$ cat src/logic/cpu_pkg.sv
`default_nettype none

package cpu_pkg;

  typedef enum logic [2:0] {
    op_ldr  = 3'b011,
    op_str  = 3'b100,
    op_alu  = 3'b101,
    op_mov  = 3'b110,
    op_halt = 3'b111
  } opcode_e;

  typedef enum logic [1:0] {
    alu_add   = 2'b00,
    alu_sub   = 2'b01,
    alu_and   = 2'b10,
    alu_not_b = 2'b11
  } alu_op_e;

  typedef enum logic [1:0] {
    sh_none = 2'b00,
    sh_left = 2'b01,
    sh_lsr  = 2'b10,
    sh_asr  = 2'b11
  } shift_e;

  // register form
  typedef struct packed {
    opcode_e    opcode;
    alu_op_e    op;
    logic [2:0] rn;
    logic [2:0] rd;
    shift_e     sh;
    logic [2:0] rm;
  } instr_reg_t;

  // immediate form
  typedef struct packed {
    opcode_e    opcode;
    alu_op_e    op;
    logic [2:0] rn;
    logic [7:0] imm8;
  } instr_imm_t;

  typedef union packed {
    instr_reg_t r;
    instr_imm_t i;
  } instr_t;

  typedef struct packed {
    logic z;
    logic n;
    logic v;
  } flags_t;

  typedef enum logic [1:0] {
    sel_rm = 2'b00,
    sel_rd = 2'b01,
    sel_rn = 2'b10
  } reg_sel_e;

  typedef enum logic [1:0] {
    wb_c     = 2'b00,
    wb_pc    = 2'b01,
    wb_imm8  = 2'b10,
    wb_mdata = 2'b11
  } wb_sel_e;

  typedef struct packed {
    logic     w_en;
    logic     en_a;
    logic     en_b;
    logic     en_c;
    logic     en_status;
    logic     sel_a_zero;
    logic     sel_b_imm;
    reg_sel_e reg_sel;
    wb_sel_e  wb_sel;
  } dp_ctrl_t;

endpackage

`default_nettype wire

$ cat src/logic/alu.sv
`timescale 1ns/1ps
`default_nettype none

module alu (
  input  wire logic [15:0]      val_a,
  input  wire logic [15:0]      val_b,
  input  wire cpu_pkg::alu_op_e op,
  output logic [15:0]           result,
  output cpu_pkg::flags_t       flags_next
);
  import cpu_pkg::*;

  logic ovf;

  always_comb begin
    ovf = 1'b0;
    case (op)
      alu_add: begin
        result = val_a + val_b;
        // same operand signs, result sign flipped
        ovf = (val_a[15] == val_b[15]) && (result[15] != val_a[15]);
      end
      alu_sub: begin
        result = val_a - val_b;
        ovf = (val_a[15] != val_b[15]) && (result[15] != val_a[15]);
      end
      alu_and: result = val_a & val_b;
      default: result = ~val_b;
    endcase
  end

  assign flags_next.z = (result == 16'd0);
  assign flags_next.n = result[15];
  assign flags_next.v = ovf;

endmodule

`default_nettype wire

$ cat src/logic/regfile.sv
`timescale 1ns/1ps
`default_nettype none

module regfile (
  input  wire logic        clk,
  input  wire logic        w_en,
  input  wire logic [2:0]  w_addr,
  input  wire logic [15:0] w_data,
  input  wire logic [2:0]  r_addr,
  output logic [15:0]      r_data
);

  logic [15:0] regs [8];

  always_ff @(posedge clk) begin
    if (w_en) begin
      regs[w_addr] <= w_data;
    end
  end

  // combinational read port
  assign r_data = regs[r_addr];

endmodule

`default_nettype wire

$ cat src/logic/idecoder.sv
`timescale 1ns/1ps
`default_nettype none

module idecoder (
  input  wire cpu_pkg::instr_t   ir,
  input  wire cpu_pkg::reg_sel_e reg_sel,
  output cpu_pkg::opcode_e       opcode,
  output cpu_pkg::alu_op_e       op,
  output cpu_pkg::shift_e        shift,
  output logic [2:0]             reg_addr,
  output logic [15:0]            sximm5,
  output logic [15:0]            sximm8
);
  import cpu_pkg::*;

  logic [4:0] imm5;
  logic       is_mem;

  assign opcode = ir.r.opcode;
  assign op     = ir.r.op;

  // imm5 overlaps sh and rm
  assign imm5   = {ir.r.sh, ir.r.rm};
  assign sximm5 = {{11{imm5[4]}}, imm5};
  assign sximm8 = {{8{ir.i.imm8[7]}}, ir.i.imm8};

  // ldr/str carry an offset where sh would be
  assign is_mem = (ir.r.opcode == op_ldr) || (ir.r.opcode == op_str);
  assign shift  = is_mem ? sh_none : ir.r.sh;

  always_comb begin
    case (reg_sel)
      sel_rm:  reg_addr = ir.r.rm;
      sel_rd:  reg_addr = ir.r.rd;
      default: reg_addr = ir.r.rn;
    endcase
  end

endmodule

`default_nettype wire

$ cat src/logic/datapath.sv
`timescale 1ns/1ps
`default_nettype none

module datapath #(
  parameter int ADDR_W = 8
) (
  input  wire logic              clk,
  input  wire logic              rst_n,
  input  wire cpu_pkg::dp_ctrl_t ctrl,
  input  wire logic [2:0]        reg_addr,
  input  wire cpu_pkg::shift_e   shift,
  input  wire cpu_pkg::alu_op_e  alu_op,
  input  wire logic [15:0]       sximm5,
  input  wire logic [15:0]       sximm8,
  input  wire logic [ADDR_W-1:0] pc,
  input  wire logic [15:0]       mdata,
  output logic [15:0]            c_out,
  output cpu_pkg::flags_t        flags
);
  import cpu_pkg::*;

  logic [15:0] a_reg, b_reg, b_shifted;
  logic [15:0] val_a, val_b, alu_result;
  logic [15:0] r_data, w_data;
  flags_t      flags_next;

  regfile u_regfile (
    .clk    (clk),
    .w_en   (ctrl.w_en),
    .w_addr (reg_addr),
    .w_data (w_data),
    .r_addr (reg_addr),
    .r_data (r_data)
  );

  alu u_alu (
    .val_a      (val_a),
    .val_b      (val_b),
    .op         (alu_op),
    .result     (alu_result),
    .flags_next (flags_next)
  );

  always_comb begin
    case (shift)
      sh_left: b_shifted = b_reg << 1;
      sh_lsr:  b_shifted = b_reg >> 1;
      sh_asr:  b_shifted = $signed(b_reg) >>> 1;
      default: b_shifted = b_reg;
    endcase
  end

  assign val_a = ctrl.sel_a_zero ? 16'd0 : a_reg;
  assign val_b = ctrl.sel_b_imm ? sximm5 : b_shifted;

  always_comb begin
    case (ctrl.wb_sel)
      wb_pc:    w_data = 16'(pc);
      wb_imm8:  w_data = sximm8;
      wb_mdata: w_data = mdata;
      default:  w_data = c_out;
    endcase
  end

  // operand latches
  always_ff @(posedge clk) begin
    if (ctrl.en_a) begin
      a_reg <= r_data;
    end
    if (ctrl.en_b) begin
      b_reg <= r_data;
    end
  end

  always_ff @(posedge clk) begin
    if (!rst_n) begin
      c_out <= 16'd0;
      flags <= '0;
    end else begin
      if (ctrl.en_c) begin
        c_out <= alu_result;
      end
      if (ctrl.en_status) begin
        flags <= flags_next;
      end
    end
  end

endmodule

`default_nettype wire

$ cat src/logic/controller.sv
`timescale 1ns/1ps
`default_nettype none

module controller (
  input  wire logic             clk,
  input  wire logic             rst_n,
  input  wire cpu_pkg::opcode_e opcode,
  input  wire cpu_pkg::alu_op_e op,
  output cpu_pkg::dp_ctrl_t     ctrl,
  output logic                  load_pc,
  output logic                  clear_pc,
  output logic                  load_ir,
  output logic                  load_addr,
  output logic                  sel_pc_addr,
  output logic                  ram_w_en,
  output logic                  halted
);
  import cpu_pkg::*;

  typedef enum logic [4:0] {
    s_reset, s_wait1, s_wait2, s_fetch,
    s_movi, s_un1, s_un2, s_un3,
    s_ab1, s_ab2, s_cmp3, s_alu3, s_alu4,
    s_ls1, s_ls2, s_ldr3, s_ldr4, s_ldr5, s_str3, s_str4, s_str5,
    s_halt
  } state_e;

  state_e state;

  always_ff @(posedge clk) begin
    if (!rst_n) begin
      state <= s_reset;
    end else begin
      case (state)
        s_reset: state <= s_wait1;
        s_wait1: state <= s_wait2;
        s_wait2: state <= s_fetch;
        s_fetch: begin
          case (opcode)
            // op 10 selects the immediate mov
            op_mov:  state <= (op == alu_and) ? s_movi : s_un1;
            op_alu: begin
              if (op == alu_not_b) state <= s_un1;
              else state <= s_ab1;
            end
            op_ldr, op_str: state <= s_ls1;
            op_halt: state <= s_halt;
            default: state <= s_wait1;
          endcase
        end
        s_un1:  state <= s_un2;
        s_un2:  state <= s_un3;
        s_ab1:  state <= s_ab2;
        s_ab2:  state <= (op == alu_sub) ? s_cmp3 : s_alu3;
        s_alu3: state <= s_alu4;
        s_ls1:  state <= s_ls2;
        s_ls2:  state <= (opcode == op_str) ? s_str3 : s_ldr3;
        s_ldr3: state <= s_ldr4;
        s_ldr4: state <= s_ldr5;
        s_str3: state <= s_str4;
        s_str4: state <= s_str5;
        s_halt: state <= s_halt;
        // last step of every instruction refetches
        default: state <= s_wait1;
      endcase
    end
  end

  always_comb begin
    ctrl        = '0;
    load_pc     = 1'b0;
    clear_pc    = 1'b0;
    load_ir     = 1'b0;
    load_addr   = 1'b0;
    sel_pc_addr = 1'b1;
    ram_w_en    = 1'b0;
    halted      = 1'b0;
    case (state)
      s_reset: begin
        load_pc  = 1'b1;
        clear_pc = 1'b1;
      end
      s_wait2: load_ir = 1'b1;
      s_fetch: begin
        load_ir = 1'b1;
        load_pc = 1'b1;
      end
      s_movi: begin
        ctrl.reg_sel = sel_rn;
        ctrl.wb_sel  = wb_imm8;
        ctrl.w_en    = 1'b1;
      end
      s_un1: ctrl.en_b = 1'b1;
      s_un2, s_str4: begin
        ctrl.sel_a_zero = 1'b1;
        ctrl.en_c       = 1'b1;
      end
      s_un3, s_alu4: begin
        ctrl.reg_sel = sel_rd;
        ctrl.w_en    = 1'b1;
      end
      s_ab1, s_ls1: begin
        ctrl.reg_sel = sel_rn;
        ctrl.en_a    = 1'b1;
      end
      s_ab2:  ctrl.en_b = 1'b1;
      s_cmp3: ctrl.en_status = 1'b1;
      s_alu3: ctrl.en_c = 1'b1;
      s_ls2: begin
        ctrl.sel_b_imm = 1'b1;
        ctrl.en_c      = 1'b1;
      end
      s_ldr3: load_addr = 1'b1;
      s_ldr4: sel_pc_addr = 1'b0;
      s_ldr5: begin
        sel_pc_addr  = 1'b0;
        ctrl.reg_sel = sel_rd;
        ctrl.wb_sel  = wb_mdata;
        ctrl.w_en    = 1'b1;
      end
      // address goes out while Rd heads for B
      s_str3: begin
        load_addr    = 1'b1;
        ctrl.reg_sel = sel_rd;
        ctrl.en_b    = 1'b1;
      end
      s_str5: begin
        sel_pc_addr = 1'b0;
        ram_w_en    = 1'b1;
      end
      s_halt: halted = 1'b1;
      default: ;
    endcase
  end

  // register file and RAM never written together
  assert property (@(posedge clk) disable iff (!rst_n) !(ram_w_en && ctrl.w_en));

  // halted is sticky until reset
  assert property (@(posedge clk) disable iff (!rst_n) halted |=> halted);

endmodule

`default_nettype wire

$ cat src/logic/ram.sv
`timescale 1ns/1ps
`default_nettype none

module ram #(
  parameter int ADDR_W = 8
) (
  input  wire logic              clk,
  input  wire logic              w_en,
  input  wire logic [ADDR_W-1:0] addr,
  input  wire logic [15:0]       w_data,
  output logic [15:0]            r_data
);

  logic [15:0] mem [2**ADDR_W];

  // write-first, read data one cycle later
  always_ff @(posedge clk) begin
    if (w_en) begin
      mem[addr] <= w_data;
      r_data    <= w_data;
    end else begin
      r_data <= mem[addr];
    end
  end

  assert property (@(posedge clk) w_en |-> !$isunknown(addr));

endmodule

`default_nettype wire

$ cat src/logic/cpu.sv
`timescale 1ns/1ps
`default_nettype none

module cpu #(
  parameter int ADDR_W = 8
) (
  input  wire logic              clk,
  input  wire logic              rst_n,
  input  wire logic [ADDR_W-1:0] start_pc,
  input  wire logic [15:0]       mem_r_data,
  output logic [ADDR_W-1:0]      mem_addr,
  output logic                   mem_w_en,
  output logic [15:0]            mem_w_data,
  output logic [15:0]            out,
  output cpu_pkg::flags_t        flags,
  output logic                   halted
);
  import cpu_pkg::*;

  logic [ADDR_W-1:0] pc, data_addr;
  instr_t            ir;
  dp_ctrl_t          ctrl;
  opcode_e           opcode;
  alu_op_e           op;
  shift_e            shift;
  logic [2:0]        reg_addr;
  logic [15:0]       sximm5, sximm8, c_out;
  logic              load_pc, clear_pc, load_ir, load_addr, sel_pc_addr, ram_w_en;

  idecoder u_idecoder (
    .ir       (ir),
    .reg_sel  (ctrl.reg_sel),
    .opcode   (opcode),
    .op       (op),
    .shift    (shift),
    .reg_addr (reg_addr),
    .sximm5   (sximm5),
    .sximm8   (sximm8)
  );

  datapath #(.ADDR_W(ADDR_W)) u_datapath (
    .clk      (clk),
    .rst_n    (rst_n),
    .ctrl     (ctrl),
    .reg_addr (reg_addr),
    .shift    (shift),
    .alu_op   (op),
    .sximm5   (sximm5),
    .sximm8   (sximm8),
    .pc       (pc),
    .mdata    (mem_r_data),
    .c_out    (c_out),
    .flags    (flags)
  );

  controller u_controller (
    .clk         (clk),
    .rst_n       (rst_n),
    .opcode      (opcode),
    .op          (op),
    .ctrl        (ctrl),
    .load_pc     (load_pc),
    .clear_pc    (clear_pc),
    .load_ir     (load_ir),
    .load_addr   (load_addr),
    .sel_pc_addr (sel_pc_addr),
    .ram_w_en    (ram_w_en),
    .halted      (halted)
  );

  // pc, instruction and data address registers
  always_ff @(posedge clk) begin
    if (load_pc) begin
      pc <= clear_pc ? start_pc : pc + 1'b1;
    end
    if (load_ir) begin
      ir <= mem_r_data;
    end
    if (load_addr) begin
      data_addr <= c_out[ADDR_W-1:0];
    end
  end

  assign mem_addr   = sel_pc_addr ? pc : data_addr;
  assign mem_w_en   = ram_w_en;
  assign mem_w_data = c_out;
  assign out        = c_out;

endmodule

`default_nettype wire

$ cat src/logic/simple_computer.sv
`timescale 1ns/1ps
`default_nettype none

module simple_computer #(
  parameter int ADDR_W = 8
) (
  input  wire logic              clk,
  input  wire logic              rst_n,
  input  wire logic [ADDR_W-1:0] start_pc,
  input  wire logic              boot_we,
  input  wire logic [ADDR_W-1:0] boot_addr,
  input  wire logic [15:0]       boot_data,
  output logic [15:0]            out,
  output cpu_pkg::flags_t        flags,
  output logic                   halted
);

  logic [ADDR_W-1:0] cpu_addr, ram_addr;
  logic [15:0]       cpu_w_data, ram_w_data, ram_r_data;
  logic              cpu_w_en, ram_w_en;

  cpu #(.ADDR_W(ADDR_W)) u_cpu (
    .clk        (clk),
    .rst_n      (rst_n),
    .start_pc   (start_pc),
    .mem_r_data (ram_r_data),
    .mem_addr   (cpu_addr),
    .mem_w_en   (cpu_w_en),
    .mem_w_data (cpu_w_data),
    .out        (out),
    .flags      (flags),
    .halted     (halted)
  );

  // boot port owns the RAM while the core is in reset
  assign ram_w_en   = rst_n ? cpu_w_en : boot_we;
  assign ram_addr   = rst_n ? cpu_addr : boot_addr;
  assign ram_w_data = rst_n ? cpu_w_data : boot_data;

  ram #(.ADDR_W(ADDR_W)) u_ram (
    .clk    (clk),
    .w_en   (ram_w_en),
    .addr   (ram_addr),
    .w_data (ram_w_data),
    .r_data (ram_r_data)
  );

endmodule

`default_nettype wire

$ cat config.mk
export PLATFORM = sky130hd
export DESIGN_NAME = simple_computer
export DESIGN_NICKNAME = d
export VERILOG_FILES = /design/src/logic/cpu_pkg.sv /design/src/logic/alu.sv /design/src/logic/regfile.sv /design/src/logic/idecoder.sv /design/src/logic/datapath.sv /design/src/logic/controller.sv /design/src/logic/ram.sv /design/src/logic/cpu.sv /design/src/logic/simple_computer.sv
export SDC_FILE = /design/constraint.sdc
export NUM_CORES = 2
export LEC_CHECK = 0
export BUFFER_PORTS_ARGS = -buffer_cell sky130_fd_sc_hd__buf_2
export CAP_MARGIN = 15
export CORE_UTILIZATION = 57
export CTS_CLUSTER_DIAMETER = 100
export DETAILED_ROUTE_END_ITERATION = 12
export PLACE_DENSITY = 0.77
export SLEW_MARGIN = 20
export SYNTH_ARGS = -nofsm -noshare
export SYNTH_HDL_FRONTEND = slang
export SYNTH_MEMORY_MAX_BITS = 65536
export SYNTH_SLANG_ARGS = --single-unit
$ cat constraint.sdc
create_clock -name clk -period 5 [get_ports clk]
set_clock_uncertainty 0.15 [all_clocks]
set_input_delay 0.75 -clock clk [delete_from_list [all_inputs] [get_ports clk]]
set_output_delay 0.75 -clock clk [all_outputs]
set_load 0.05 [all_outputs]
==> results.rst <==
.. list-table::
   :header-rows: 1

   * - Metric
     - Value
   * - Final-report setup violation count
     - 0
   * - Chip Width
     - 545.9 um
   * - Post-DP HPWL
     - 244.0 mm
   * - Std-Cell Rows
     - 199
   * - Highest net fanout along the worst path
     - 33
   * - Largest Register
     - u_ram.mem
   * - Hold Vio Cnt, Final
     - 0
   * - Type of the setup path with the least slack
     - reg2reg
   * - TNS Setup
     - 0 ps
   * - Synth Area in Compound Gates
     - 1.404%
   * - Top Family by Delay on Critical Path
     - multiplexers
   * - Flip-flop count of the largest register after layout
     - 4,096
   * - Registers with the most flip-flops
     - u_ram.mem: 4096 flops, u_cpu.u_datapath.u_regfile.regs: 128 flops
   * - Drt via density
     - 6.950
   * - H-tree depth reported by CTS
     - 5
   * - Worst Path Arrival
     - 5200 ps
   * - EDFF count, synth
     - 4,288
   * - Startpoint of the worst hold path
     - start_pc[0]
   * - Async set or reset register ratio after synthesis
     - 0%
   * - Post-Synth Simple-Gate Area
     - 2.214%
   * - Synth unique cells
     - 75
   * - Clock buffer depth
     - 4
   * - Overflow after GRT
     - 0
   * - Worst hold slack
     - 41.96 ps
   * - Post-route DRC
     - 4
   * - Post-layout power
     - 81.88 mW
   * - Failing checks
     - design-rule violations
   * - Main combinational cell family by area after synthesis
     - multiplexers
   * - Fraction of the mapped netlist area in adder cells
     - 0.2686%
   * - Most used standard cell by instance count after synthesis
     - sky130_fd_sc_hd__edfxtp_1
   * - Worst Setup Slack, final
     - 248.5 ps
   * - Power per cell area
     - 427.4 nW/um^2
   * - Y dimension of the die
     - 545.9 um
   * - Warning count from the yosys run
     - 0
   * - Clock buffer count from CTS
     - 410
   * - Critical path capture point type
     - flop
   * - Worst path cell trace
     - buf_12 > buf_12 > mux4_2 > mux4_2 > mux4_2 > nor2b_1 > a211oi_1 > buf_4 > nor2_1 > a221o_1
   * - Filler cells
     - 17,440
   * - Worst slew pin tran
     - 1197 ps
   * - Synth Net Count
     - 7,508
   * - Antenna violations before repair
     - 33
   * - Final core utilization
     - 65.15%
   * - Maximum clock frequency
     - 0.2105 GHz
   * - Port buffer count
     - 54
   * - Maximum vdd drop
     - 380.0 uV
   * - CTS clk-pin slew, worst paths
     - 70 ps
   * - Sort of element at the start of the critical path
     - flop
   * - Wire per inst
     - 36.73 um
   * - Total number of nets in the final design
     - 8,143
   * - Crit path top cell by count
     - sky130_fd_sc_hd__mux4_2
   * - Placeable Area
     - 294,100 um^2
   * - Top post-synthesis cells by count
     - sky130_fd_sc_hd__edfxtp_1, sky130_fd_sc_hd__mux4_2, sky130_fd_sc_hd__nor2_1, sky130_fd_sc_hd__nand2_1, sky130_fd_sc_hd__clkbuf_1
   * - Top cell type by total area after synthesis
     - sky130_fd_sc_hd__edfxtp_1
   * - Cells after synthesis
     - 7,438
   * - CP Data Required Time
     - 5440 ps
   * - Area share of the largest cell type after synthesis
     - 76.35%
   * - Violation count after the first detailed-route iteration
     - 12,980
   * - Worst setup slack after placement
     - 18.06 ps
   * - Multiplexer area fraction after synthesis
     - 18.13%
   * - Wire length of the first global-routing pass
     - 641.2 mm
   * - Placer's final routability congestion estimate
     - 0.9071
   * - Max incr delay on CP
     - 620 ps
   * - Area overhead of the layout relative to synthesis
     - 13.60%
   * - Final period util
     - 95.03%
   * - Mean post-synth cell area
     - 22.67 um^2
   * - Synthesized area
     - 168,700 um^2
   * - Cell types occupying the most area after synthesis
     - sky130_fd_sc_hd__edfxtp_1, sky130_fd_sc_hd__mux4_2, sky130_fd_sc_hd__nor2_1
   * - Total Die Area
     - 298,100 um^2
   * - Ports
     - 55
   * - Reported max-cap violation count
     - 0
   * - Maximum number of pins on one net before global-route repair
     - 168
   * - Area share of xor/xnor cells in the synthesized design
     - 0.1039%
   * - Sequential area share after synthesis
     - 76.73%
   * - First-pass iteration count of the detailed router
     - 12
   * - Buffers & Inverters on Critical Path
     - 3
   * - Path type of the worst min-delay path
     - in2reg
   * - Total vias in the final route
     - 85,670
   * - Cell with the largest stage delay on the worst path
     - sky130_fd_sc_hd__mux4_2
   * - Via count of the first global-routing pass
     - 86,190
   * - Static power due to leakage
     - 61.67 nW
   * - Flip-flop and latch count after synthesis
     - 4,320
   * - CTS tree
     - yes
   * - Final number of max-transition violations
     - 0
   * - Final routed wirelength across all metal layers
     - 452.7 mm
   * - Remaining antenna violation count after routing
     - 0
   * - Result of the run
     - finished, violations left
   * - Initial core utilization
     - 57.35%
   * - Insertion delay to the later sink of the worst-skew pair
     - 940 ps
   * - GRT Util Overall
     - 30.41%
   * - Rel. slew slack
     - 20.20%
   * - Root buf cell
     - sky130_fd_sc_hd__clkbuf_16
   * - Most instantiated flip-flop cell in the synthesis netlist
     - sky130_fd_sc_hd__edfxtp_1
   * - Min Clock Period, post-route
     - 4752 ps
   * - Clock tree sinks
     - 4,320
   * - Fraction of final layout cells with drive strength greater than 1
     - 31.30%
## power breakdown
group / internal [mW] / switching, mW
clock: 18.6 / 13.6
combinational: 4.10 / 5.57
sequential: 39.9 / 0.140
total: 62.6 / 19.3
## timing repair
action	4_1_cts	5_1_grt
pin swaps	0	1
gates resized for setup	1	8
setup endpoints to repair	3	6
hold buffers	1	0
gates cloned	0	0
setup buffers	0	0
hold endpoints to repair	1	0
## metal layers
layer,vias up,part of all wire [%],routed length [um],track usage (%)
li1,32760,-,-,-
met1,44840,34,155800,40.28
met2,6808,49,221000,49.02
met3,1228,11,51410,6.363
met4,34,5.4,24280,14.08
met5,-,0.051,229,0
## through the flow
| step | cell area [um^2] | cells |
|---|---|---|
| 3_3_place_gp | 177800 | 11580 |
| 4_1_cts | 191500 | 12320 |
| 6_report | 191600 | 12330 |
| 5_1_grt | 191600 | 12320 |
| 2_1_floorplan | 168700 | 7438 |
| 3_5_place_dp | 177800 | 11580 |
## area by class of cell
class                           instances  area (um^2)  area share [%]
Timing Repair Buffer                  643         5728           2.990
Inverter                               33        123.9         0.06465
Clock inverter                        259         3043           1.588
Sequential cell                      4320       129400           67.55
Antenna cell                            6        15.01        0.007837
Tap cell                             3919         4903           2.559
Clock buffer                          482        10660           5.563
Multi-Input combinational cell       2665        37690           19.67
## layout by cell type (no fill, tap or decap), types with 67 or more instances in the layout
cell type and instances:
sky130_fd_sc_hd__buf_12 81, sky130_fd_sc_hd__o21ai_0 71, sky130_fd_sc_hd__mux2i_1 78, sky130_fd_sc_hd__nor2_1 363, sky130_fd_sc_hd__buf_4 506, sky130_fd_sc_hd__clkinv_2 67, sky130_fd_sc_hd__mux4_2 1312, sky130_fd_sc_hd__edfxtp_1 4288
sky130_fd_sc_hd__clkbuf_16 416, sky130_fd_sc_hd__nand2_1 249, sky130_fd_sc_hd__clkinv_1 82
## cell families after synthesis
kind of cell / Yosys count
flip-flops: 4320
multiplexers: 1412
AND/OR/NAND/NOR: 859
buffers and inverters: 453
AO/OA/AOI/OAI: 339
adder cells (fa/ha/maj): 35
XOR/XNOR: 20
## final timing paths
| path | end | slack (ps) | cells after the start |
|---|---|---|---|
| worst max register to register | u_cpu.u_datapath.u_regfile.regs[1][14]$_DFFE_PP_ | 250 | 10 |
| worst min-delay path | u_cpu.pc[0]$_DFFE_PP_ | 40 | 3 |
| worst min register to register | u_cpu.u_datapath.flags[0]$_SDFFE_PN0N_ | 320 | 2 |
| worst max-delay path | u_cpu.u_datapath.u_regfile.regs[1][14]$_DFFE_PP_ | 250 | 10 |
## worst register-to-register path: cells and delay by family (launching register included)
family                 cells  cell delay (ps)
AOI/OAI and AO/OA          2              810
buffers and inverters      3              770
muxes                      3             1830
and+or+nand+nor            2              300
DFF                        1              560
Power figures use the tool's default switching activity.
